$ cat src/source/md_cfg.svh
// Shared sizing of the cell-list position cache
`ifndef MD_CFG_SVH
`define MD_CFG_SVH

// Bits per coordinate axis, a full position is three of these
`define POS_WIDTH 8

// Bits per cell coordinate on each axis
`define CELL_ID_WIDTH 2

// Slot address width, slot 0 holds the particle count
`define ADDR_WIDTH 4

// Most particles one cell can hold, in slots 1 and up
`define PARTICLE_NUM 15

// Cell grid size
`define GRID_X 2
`define GRID_Y 2
`define GRID_Z 1

// Total cells in the grid
`define NUM_CELLS (`GRID_X * `GRID_Y * `GRID_Z)

`endif

$ cat src/source/md_pkg.sv
// Data types for particle positions, cell ids and cache memory words
`include "md_cfg.svh"

package md_pkg;

	// One particle position, z in the upper bits
	typedef struct packed
	{
		logic [`POS_WIDTH-1:0] z;
		logic [`POS_WIDTH-1:0] y;
		logic [`POS_WIDTH-1:0] x;
	} position_t;

	// Cell coordinate, cell_x in the upper bits
	typedef struct packed
	{
		logic [`CELL_ID_WIDTH-1:0] cell_x;
		logic [`CELL_ID_WIDTH-1:0] cell_y;
		logic [`CELL_ID_WIDTH-1:0] cell_z;
	} cell_id_t;

	// Address 0 view, zero padding above the particle count
	typedef struct packed
	{
		logic [3*`POS_WIDTH-`ADDR_WIDTH-1:0] pad;
		logic [`ADDR_WIDTH-1:0] count;
	} count_view_t;

	// One memory word, position in slots 1 and up, count at slot 0
	typedef union packed
	{
		position_t pos;
		count_view_t cnt;
	} cache_word_u;

endpackage

$ cat src/source/motion_bus_if.sv
// Broadcast bus carrying the motion update stream to every cell
`timescale 1ns/1ps

interface motion_bus_if;

	// Held high for the whole update
	logic update_enable;
	// One-cycle strobe per particle, already masked by update_enable
	logic valid;
	// Cell the particle moves into
	md_pkg::cell_id_t dst_cell;
	// New particle position
	md_pkg::position_t data;

	// Broadcaster side
	modport source
	(
		output update_enable,
		output valid,
		output dst_cell,
		output data
	);

	// Cell side, every cell listens to the same wires
	modport sink
	(
		input update_enable,
		input valid,
		input dst_cell,
		input data
	);

endinterface

$ cat src/source/motion_broadcast.sv
// Registers the external motion update stream and drives the shared broadcast bus
`timescale 1ns/1ps

module motion_broadcast
(
	input logic clk,
	input logic rst,
	input logic update_enable,
	input logic upd_valid,
	input md_pkg::cell_id_t upd_dst_cell,
	input md_pkg::position_t upd_data,
	motion_bus_if.source bus
);

	////////////////////////////////////////
	// Control stage
	////////////////////////////////////////

	// Enable and valid travel together so the cells see them aligned
	always_ff @(posedge clk)
	begin
		if (rst)
		begin
			bus.update_enable <= 1'b0;
			bus.valid <= 1'b0;
		end
		else
		begin
			bus.update_enable <= update_enable;
			// Stray strobes outside an update are dropped here
			bus.valid <= upd_valid & update_enable;
		end
	end

	////////////////////////////////////////
	// Payload stage
	////////////////////////////////////////

	// Fan-out point for destination and position to all cells
	always_ff @(posedge clk)
	begin
		bus.dst_cell <= upd_dst_cell;
		bus.data <= upd_data;
	end

endmodule

$ cat src/source/cell_bank_ram.sv
// Single-port cell memory with registered read, starts as an empty cell
`timescale 1ns/1ps
`include "md_cfg.svh"

module cell_bank_ram
(
	input logic clk,
	input logic rden,
	input logic wren,
	input logic [`ADDR_WIDTH-1:0] address,
	input md_pkg::cache_word_u data,
	output md_pkg::cache_word_u q
);

	// Slot 0 for the count plus one slot per particle
	localparam int DEPTH = `PARTICLE_NUM + 1;

	md_pkg::cache_word_u mem [DEPTH];

	// Count and all slots read as zero until first written
	initial
	begin
		for (int i = 0; i < DEPTH; i++)
		begin
			mem[i] = '0;
		end
	end

	// Write port and registered read share one address
	always @(posedge clk)
	begin
		if (wren)
		begin
			mem[address] <= data;
		end
		// q keeps its last value while rden is low
		if (rden)
		begin
			q <= mem[address];
		end
	end

endmodule

$ cat src/source/pos_cache.sv
// Double-buffered per-cell position cache with motion update controller and bank swap
`timescale 1ns/1ps
`include "md_cfg.svh"

module pos_cache
#(
	parameter int CELL_X = 0,
	parameter int CELL_Y = 0,
	parameter int CELL_Z = 0
)
(
	input logic clk,
	input logic rst,
	motion_bus_if.sink bus,
	input logic rd_en,
	input logic [`ADDR_WIDTH-1:0] rd_addr,
	output md_pkg::cache_word_u rd_data
);

	////////////////////////////////////////
	// Cell identity and match
	////////////////////////////////////////

	// Own coordinates as seen on the bus
	localparam md_pkg::cell_id_t OWN_ID = '{
		cell_x: `CELL_ID_WIDTH'(CELL_X),
		cell_y: `CELL_ID_WIDTH'(CELL_Y),
		cell_z: `CELL_ID_WIDTH'(CELL_Z)
	};

	// Valid is already masked by enable in the broadcaster
	logic dst_hit;
	assign dst_hit = bus.valid && (bus.dst_cell == OWN_ID);

	////////////////////////////////////////
	// Update controller
	////////////////////////////////////////

	localparam logic [1:0] ST_IDLE = 2'd0;
	localparam logic [1:0] ST_UPDATE = 2'd1;
	localparam logic [1:0] ST_WRITE_COUNT = 2'd2;
	localparam logic [1:0] ST_SWAP = 2'd3;

	logic [1:0] state;
	// Bank currently serving reads, the other one is the shadow
	logic active_cell;
	// Next free slot, one above the number recorded so far
	logic [`ADDR_WIDTH-1:0] new_particle_counter;
	// Registered write towards the shadow bank
	logic cell_wr_en;
	logic [`ADDR_WIDTH-1:0] cell_wr_addr;
	md_pkg::cache_word_u cell_wr_data;

	always_ff @(posedge clk)
	begin
		if (rst)
		begin
			state <= ST_IDLE;
			active_cell <= 1'b0;
			// Starts at 1 so slot 0 never takes a position
			new_particle_counter <= `ADDR_WIDTH'(1);
			cell_wr_en <= 1'b0;
		end
		else
		begin
			case (state)
				ST_IDLE:
				begin
					cell_wr_en <= 1'b0;
					if (bus.update_enable)
					begin
						// First particle may come with the enable edge
						cell_wr_en <= dst_hit;
						if (dst_hit)
						begin
							new_particle_counter <= new_particle_counter + 1'b1;
						end
						state <= ST_UPDATE;
					end
				end
				ST_UPDATE:
				begin
					cell_wr_en <= dst_hit;
					if (dst_hit)
					begin
						new_particle_counter <= new_particle_counter + 1'b1;
					end
					if (!bus.update_enable)
					begin
						state <= ST_WRITE_COUNT;
					end
				end
				ST_WRITE_COUNT:
				begin
					// Count lands at address 0 of the shadow bank
					cell_wr_en <= 1'b1;
					state <= ST_SWAP;
				end
				ST_SWAP:
				begin
					cell_wr_en <= 1'b0;
					// Shadow becomes active once the count is in
					active_cell <= ~active_cell;
					new_particle_counter <= `ADDR_WIDTH'(1);
					state <= ST_IDLE;
				end
				default:
				begin
					state <= ST_IDLE;
				end
			endcase
		end
	end

	// Write address and word, meaningful only with cell_wr_en
	always_ff @(posedge clk)
	begin
		if (state == ST_WRITE_COUNT)
		begin
			cell_wr_addr <= '0;
			cell_wr_data.cnt.pad <= '0;
			// Counter runs one ahead of the particle count
			cell_wr_data.cnt.count <= new_particle_counter - 1'b1;
		end
		else if (dst_hit)
		begin
			cell_wr_addr <= new_particle_counter;
			cell_wr_data.pos <= bus.data;
		end
	end

	////////////////////////////////////////
	// Bank crossing
	////////////////////////////////////////

	logic bank_rden [2];
	logic bank_wren [2];
	logic [`ADDR_WIDTH-1:0] bank_addr [2];
	md_pkg::cache_word_u bank_q [2];
	// Bank that answered the read in flight
	logic rd_bank;

	for (genvar b = 0; b < 2; b++)
	begin : g_bank
		// Active bank takes reads, shadow bank takes writes
		assign bank_rden[b] = rd_en && (active_cell == 1'(b));
		assign bank_wren[b] = cell_wr_en && (active_cell != 1'(b));
		assign bank_addr[b] = (active_cell == 1'(b)) ? rd_addr : cell_wr_addr;

		cell_bank_ram bank_i
		(
			.clk(clk),
			.rden(bank_rden[b]),
			.wren(bank_wren[b]),
			.address(bank_addr[b]),
			.data(cell_wr_data),
			.q(bank_q[b])
		);
	end

	// Keeps a read issued right at the swap on its own bank
	always_ff @(posedge clk)
	begin
		if (rst)
		begin
			rd_bank <= 1'b0;
		end
		else if (rd_en)
		begin
			rd_bank <= active_cell;
		end
	end

	assign rd_data = bank_q[rd_bank];

endmodule

$ cat src/source/cell_read_select.sv
// Steers a read to one cell and returns its data with a valid pulse
`timescale 1ns/1ps
`include "md_cfg.svh"

module cell_read_select
(
	input logic clk,
	input logic rst,
	input logic rd_en,
	input md_pkg::cell_id_t rd_cell,
	input logic [`ADDR_WIDTH-1:0] rd_addr,
	output logic [`NUM_CELLS-1:0] cell_rd_en,
	output logic [`ADDR_WIDTH-1:0] cell_rd_addr,
	input md_pkg::cache_word_u [`NUM_CELLS-1:0] cell_rd_data,
	output md_pkg::cache_word_u rd_data,
	output logic rd_valid
);

	localparam int IDX_W = $clog2(`NUM_CELLS);

	////////////////////////////////////////
	// Request decode
	////////////////////////////////////////

	logic hit;
	logic [IDX_W-1:0] sel_idx;

	always_comb
	begin
		// Cells outside the grid are never enabled
		hit = (rd_cell.cell_x < `GRID_X) && (rd_cell.cell_y < `GRID_Y) &&
			(rd_cell.cell_z < `GRID_Z);
		// Same x-major order as the cell instances
		sel_idx = IDX_W'(rd_cell.cell_x * (`GRID_Y * `GRID_Z) +
			rd_cell.cell_y * `GRID_Z + rd_cell.cell_z);
		cell_rd_en = '0;
		cell_rd_en[sel_idx] = rd_en && hit;
	end

	// One address shared by all cells
	assign cell_rd_addr = rd_addr;

	////////////////////////////////////////
	// Return path
	////////////////////////////////////////

	logic hit_q;
	logic [IDX_W-1:0] sel_idx_q;

	// Selection follows the read by one cycle, like the memory output
	always_ff @(posedge clk)
	begin
		if (rst)
		begin
			rd_valid <= 1'b0;
			hit_q <= 1'b0;
			sel_idx_q <= '0;
		end
		else
		begin
			rd_valid <= rd_en;
			if (rd_en)
			begin
				hit_q <= hit;
				sel_idx_q <= sel_idx;
			end
		end
	end

	// Miss reads back as zero
	assign rd_data = hit_q ? cell_rd_data[sel_idx_q] : '0;

endmodule

$ cat src/source/pos_cache_array_top.sv
// Grid of double-buffered position caches with broadcast update and selected read
`timescale 1ns/1ps
`include "md_cfg.svh"

module pos_cache_array_top
(
	input logic clk,
	input logic rst,
	input logic update_enable,
	input logic upd_valid,
	input md_pkg::cell_id_t upd_dst_cell,
	input md_pkg::position_t upd_data,
	input logic rd_en,
	input md_pkg::cell_id_t rd_cell,
	input logic [`ADDR_WIDTH-1:0] rd_addr,
	output md_pkg::cache_word_u rd_data,
	output logic rd_valid
);

	// Shared update stream
	motion_bus_if bus_if ();

	logic [`NUM_CELLS-1:0] cell_rd_en;
	logic [`ADDR_WIDTH-1:0] cell_rd_addr;
	md_pkg::cache_word_u [`NUM_CELLS-1:0] cell_rd_data;

	////////////////////////////////////////
	// Update input side
	////////////////////////////////////////

	motion_broadcast broadcast_i
	(
		.clk(clk),
		.rst(rst),
		.update_enable(update_enable),
		.upd_valid(upd_valid),
		.upd_dst_cell(upd_dst_cell),
		.upd_data(upd_data),
		.bus(bus_if.source)
	);

	////////////////////////////////////////
	// Cell caches
	////////////////////////////////////////

	// Cells numbered x-major, matching the read decode
	for (genvar gx = 0; gx < `GRID_X; gx++)
	begin : g_x
		for (genvar gy = 0; gy < `GRID_Y; gy++)
		begin : g_y
			for (genvar gz = 0; gz < `GRID_Z; gz++)
			begin : g_z
				localparam int IDX = gx * `GRID_Y * `GRID_Z + gy * `GRID_Z + gz;

				pos_cache
				#(
					.CELL_X(gx),
					.CELL_Y(gy),
					.CELL_Z(gz)
				)
				cache_i
				(
					.clk(clk),
					.rst(rst),
					.bus(bus_if.sink),
					.rd_en(cell_rd_en[IDX]),
					.rd_addr(cell_rd_addr),
					.rd_data(cell_rd_data[IDX])
				);
			end
		end
	end

	////////////////////////////////////////
	// Read output side
	////////////////////////////////////////

	cell_read_select read_select_i
	(
		.clk(clk),
		.rst(rst),
		.rd_en(rd_en),
		.rd_cell(rd_cell),
		.rd_addr(rd_addr),
		.cell_rd_en(cell_rd_en),
		.cell_rd_addr(cell_rd_addr),
		.cell_rd_data(cell_rd_data),
		.rd_data(rd_data),
		.rd_valid(rd_valid)
	);

endmodule

$ cat config.mk
export PLATFORM = sky130hd
export DESIGN_NAME = pos_cache_array_top
export DESIGN_NICKNAME = d
export VERILOG_FILES = /design/src/source/md_pkg.sv /design/src/source/motion_bus_if.sv /design/src/source/motion_broadcast.sv /design/src/source/cell_bank_ram.sv /design/src/source/pos_cache.sv /design/src/source/cell_read_select.sv /design/src/source/pos_cache_array_top.sv
export VERILOG_INCLUDE_DIRS = /design/src /design/src/source
export SDC_FILE = /design/constraint.sdc
export NUM_CORES = 2
export LEC_CHECK = 0
export ABC_AREA = 1
export BUFFER_PORTS_ARGS = -buffer_cell sky130_fd_sc_hd__buf_4
export CORE_MARGIN = 5
export CORE_UTILIZATION = 60
export DETAILED_ROUTE_END_ITERATION = 8
export HOLD_SLACK_MARGIN = 0.15
export PLACE_DENSITY_LB_ADDON = 0.05
export SKIP_LAST_GASP = 1
export SLEW_MARGIN = 20
export SYNTH_ARGS = -nofsm -noshare
export SYNTH_HDL_FRONTEND = slang
export SYNTH_SLANG_ARGS = --single-unit
$ cat constraint.sdc
create_clock -name clk -period 4.6 [get_ports clk]
set_input_delay 0.69 -clock clk [delete_from_list [all_inputs] [get_ports clk]]
set_output_delay 0.69 -clock clk [all_outputs]
set_load 0.01 [all_outputs]
==> results.ini <==
[outcome]
status = complete, no violations

[die]
die_area_um2 = 254600
core_area_um2 = 243500
rows = 181
initial_core_util_pct = 60.30
die_w_um = 504.6
ioPinCount = 70
die_h_um = 504.6

[pwr]
power_leakage_nw = 66.02
irDropWorstVdd_mv = 0.4322
power_density_nw_per_um2 = 474.4

[synth]
synth_xor_area_share_pct = 0.08950
syn_nets = 14300
syn_area_um2 = 146800
synthMuxAreaShare_pct = 0
synth_top_family_by_area = simple AND/OR/NAND/NOR gates
synthAdderAreaFrac_pct = 0.2472
seq_area_frac_synth_pct = 69.39
yosys.area_share.simple_pct = 24.59
yosysWarnings = 0
synth_cell_types = 32
synth_seq_cells = 3448
synth_compound_area_share_pct = 1.543
synth_largest_area_cell = edfxtp_1
syn_avg_cell_area_um2 = 10.32
ys_top_cells_by_area = edfxtp_1, nand2_1, nand3_1
syn_inst = 14230
synth_top_cell_area_share_pct = 67.10

[clocking]
cts_buffers = 366
cts_setup_buffers = 0
cts_tree = done
h-tree-depth = 5
clock_latency_ns = 0.99
cts.sinks = 3448
clk_pin_slew_ns = 0.06
clockBufferDepth = 4
postCtsHoldBufs = 36
cts_resized = 0
cts-root-buf = clkbuf_16

[grt]
antenna_found_initial = 22
globalRoute.totalOverflow = 0
grt_use_total_pct = 31.60
grt_pass1_vias = 95170
grt_pass1_wl_mm = 607.7
grt_max_degree = 169

[worst_hold_path]
worstHoldStart = rd_cell[0]
min_to = read_select_i.hit_q$_SDFFE_PP0P_
hold_path_depth = 4
hold_path_class = primary input to register

[placed_design]
pre_cts_ws_ns = 0.6128
dp_hpwl_mm = 233.9
gp_congestion = 0.9188
io_buffers = 69
post-place-cells = 17110

[critical_path]
cp.arrival_ns = 3.58
critical_path_required_ns = 3.91
setup.worst_path.end_class = output pin
reg2reg_depth = 9
crit_fanout = 17
path_class = register to output pin
start_kind = register
regToRegSetupSlack_ns = 0.99
crit-reg2reg-launch = g_x[1].g_y[1].g_z[0].cache_i.active_cell$_SDFFE_PP0P_

[cells_and_area]
utilization_pct = 66.95
drive_gt1_share_pct = 8.501
layout.cells.non_filler = 17800
fill_cells = 18440
areaGrowthSynthToFinish_pct = 11.04
nNetsFinal = 14390

[sta]
finClkSkew_ns = 0.05481
rsz0062_at_grt = no
setup_viol = 0
slew_headroom_pct = 20.66
fin_setup_tns_ns = 0
layout_min_cycle_time_ns = 4.272
finalHoldViolCount = 0
period_share_pct = 92.87
worst_slack_ns = 0.3280
worstMarginPinSlew_ns = 1.189
drv_slew = 0
fmax_mhz = 234.1

[route]
drt_iter0_markers = 13010
drtAntennaViolNets = 0
routed_wl_mm = 409.9
vias = 101700
wl_per_cell_um = 23.02
firstDrtPassIters = 8
drc = 0
via_per_inst = 5.714

[flow_run]
drv_cap = 0

## state kept, by name (all words and copies together), names as in the netlist
signal	count
g_x.g_y.g_z.cache_i.g_bank.bank_i.mem	3072
g_x.g_y.g_z.cache_i.g_bank.bank_i.q	192
g_x.g_y.g_z.cache_i.cell_wr_data	96
broadcast_i.bus.data	24
g_x.g_y.g_z.cache_i.cell_wr_addr	16
g_x.g_y.g_z.cache_i.new_particle_counter	16
g_x.g_y.g_z.cache_i.state	8
broadcast_i.bus.dst_cell	6
g_x.g_y.g_z.cache_i.active_cell	4
g_x.g_y.g_z.cache_i.cell_wr_en	4
g_x.g_y.g_z.cache_i.rd_bank	4
read_select_i.sel_idx_q	2
broadcast_i.bus.update_enable	1
broadcast_i.bus.valid	1
read_select_i.hit_q	1
read_select_i.rd_valid	1
## per-layer routing
layer | track usage, % | routed length, um
met1 | 46.89 | 168600
met2 | 46.41 | 181200
met3 | 6.759 | 43770
met4 | 11.81 | 16200
met5 | 0 | 27
## critical path, cell delays in order (launching register included)
cell	delay, ns
dfxtp_1	0.45
buf_4	0.22
buf_4	0.22
o21ai_0	0.29
o21ai_0	0.40
buf_4	0.23
o21ai_0	0.09
nor2_1	0.51
buf_4	0.23
## placed cells by master (no fill, tap or decap), drive strengths merged, types with 10 or more instances in the layout
master,count
dlygate4sd3,36
buf,467
o21ai,308
nand3,1586
dfxtp,168
xnor2,10
inv,584
clkinv,134
nor2,460
diode,13
nor3,10
edfxtp,3280
bufinv,21
a21oi,74
ha,29
clkbuf,476
o22ai,24
nand2,6903
## cells in the mapped netlist
cell type,number
o22ai_1,24
nand2_2,38
o21ai_4,13
nor2_8,8
nand3_1,1586
buf_2,351
dfxtp_1,168
o21ai_0,278
buf_8,2
clkinv_1,1
edfxtp_1,3280
a21oi_1,74
buf_4,81
ha_1,29
o21ai_1,6
inv_1,533
nor2_1,428
clkbuf_1,291
inv_2,39
inv_4,7
nand2_4,9
nand2_1,6856
nor2_4,18
xnor2_1,10
a211oi_1,2
buf_1,40
nor3_1,10
buf_6,22
xor2_1,5
nor2_2,6
or2_1,4
o21ai_2,11
## worst max-delay path by stage
stage / startpoint / end / slack [ns]
global route: g_x[1].g_y[1].g_z[0].cache_i.rd_bank$_SDFFE_PP0N_ / rd_data[5] / 0.31
finish: g_x[1].g_y[1].g_z[0].cache_i.rd_bank$_SDFFE_PP0N_ / rd_data[15] / 0.33
detailed placement: rd_addr[0] / register / 0.61
floorplan: rd_cell[0] / g_x[0].g_y[0].g_z[0].cache_i.g_bank[1].bank_i.q[0]$_DFFE_PP_ / 1.17
CTS: g_x[1].g_y[1].g_z[0].cache_i.rd_bank$_SDFFE_PP0N_ / rd_data[5] / 0.25
global placement: rd_addr[0] / register / 0.61
## kinds of logic (layout without fill, tap and decap cells)
group                      count (synthesis)  after routing
and+or+nand+nor                         8963           8963
adders and majority gates                 29             29
buffers and inverters                   1367           1723
xor gates and xnor gates                  15             15
DFF                                     3448           3448
other                                      0             13
AOI/OAI and AO/OA                        408            408
## power breakdown
| group | switching (mW) | internal, mW | leakage, nW | total (mW) |
|---|---|---|---|---|
| Combinational | 9.98 | 3.51 | 30.5 | 13.5 |
| Clock | 11.8 | 16.2 | 5.50 | 28.0 |
| Sequential | 0.343 | 35.5 | 30.0 | 35.8 |
## stage by stage
stage | power (mW) | area [um2] | hold slack (ns)
after floorplan | 45.15 | 146800 | 0.4550
after global placement | 49.45 | 151400 | 0.4639
after detailed placement | 49.69 | 151400 | 0.4716
after CTS | 77.46 | 163000 | 0.1772
after global routing | 80.52 | 163000 | 0.2104
final | 77.33 | 163000 | 0.2420
## layout make-up
| cell class | instances | area, um2 | area share [%] |
|---|---|---|---|
| inverter | 580 | 2198 | 1.349 |
| antenna | 13 | 32.53 | 0.01996 |
| timing repair buffer | 503 | 4204 | 2.579 |
| sequential | 3448 | 101900 | 62.50 |
| multi-input combinational | 9415 | 39490 | 24.23 |
| clock buffer | 476 | 9871 | 6.056 |
| clock inverter | 164 | 1329 | 0.8152 |
| tap | 3202 | 4006 | 2.458 |
(Power assumes the default switching activity.)
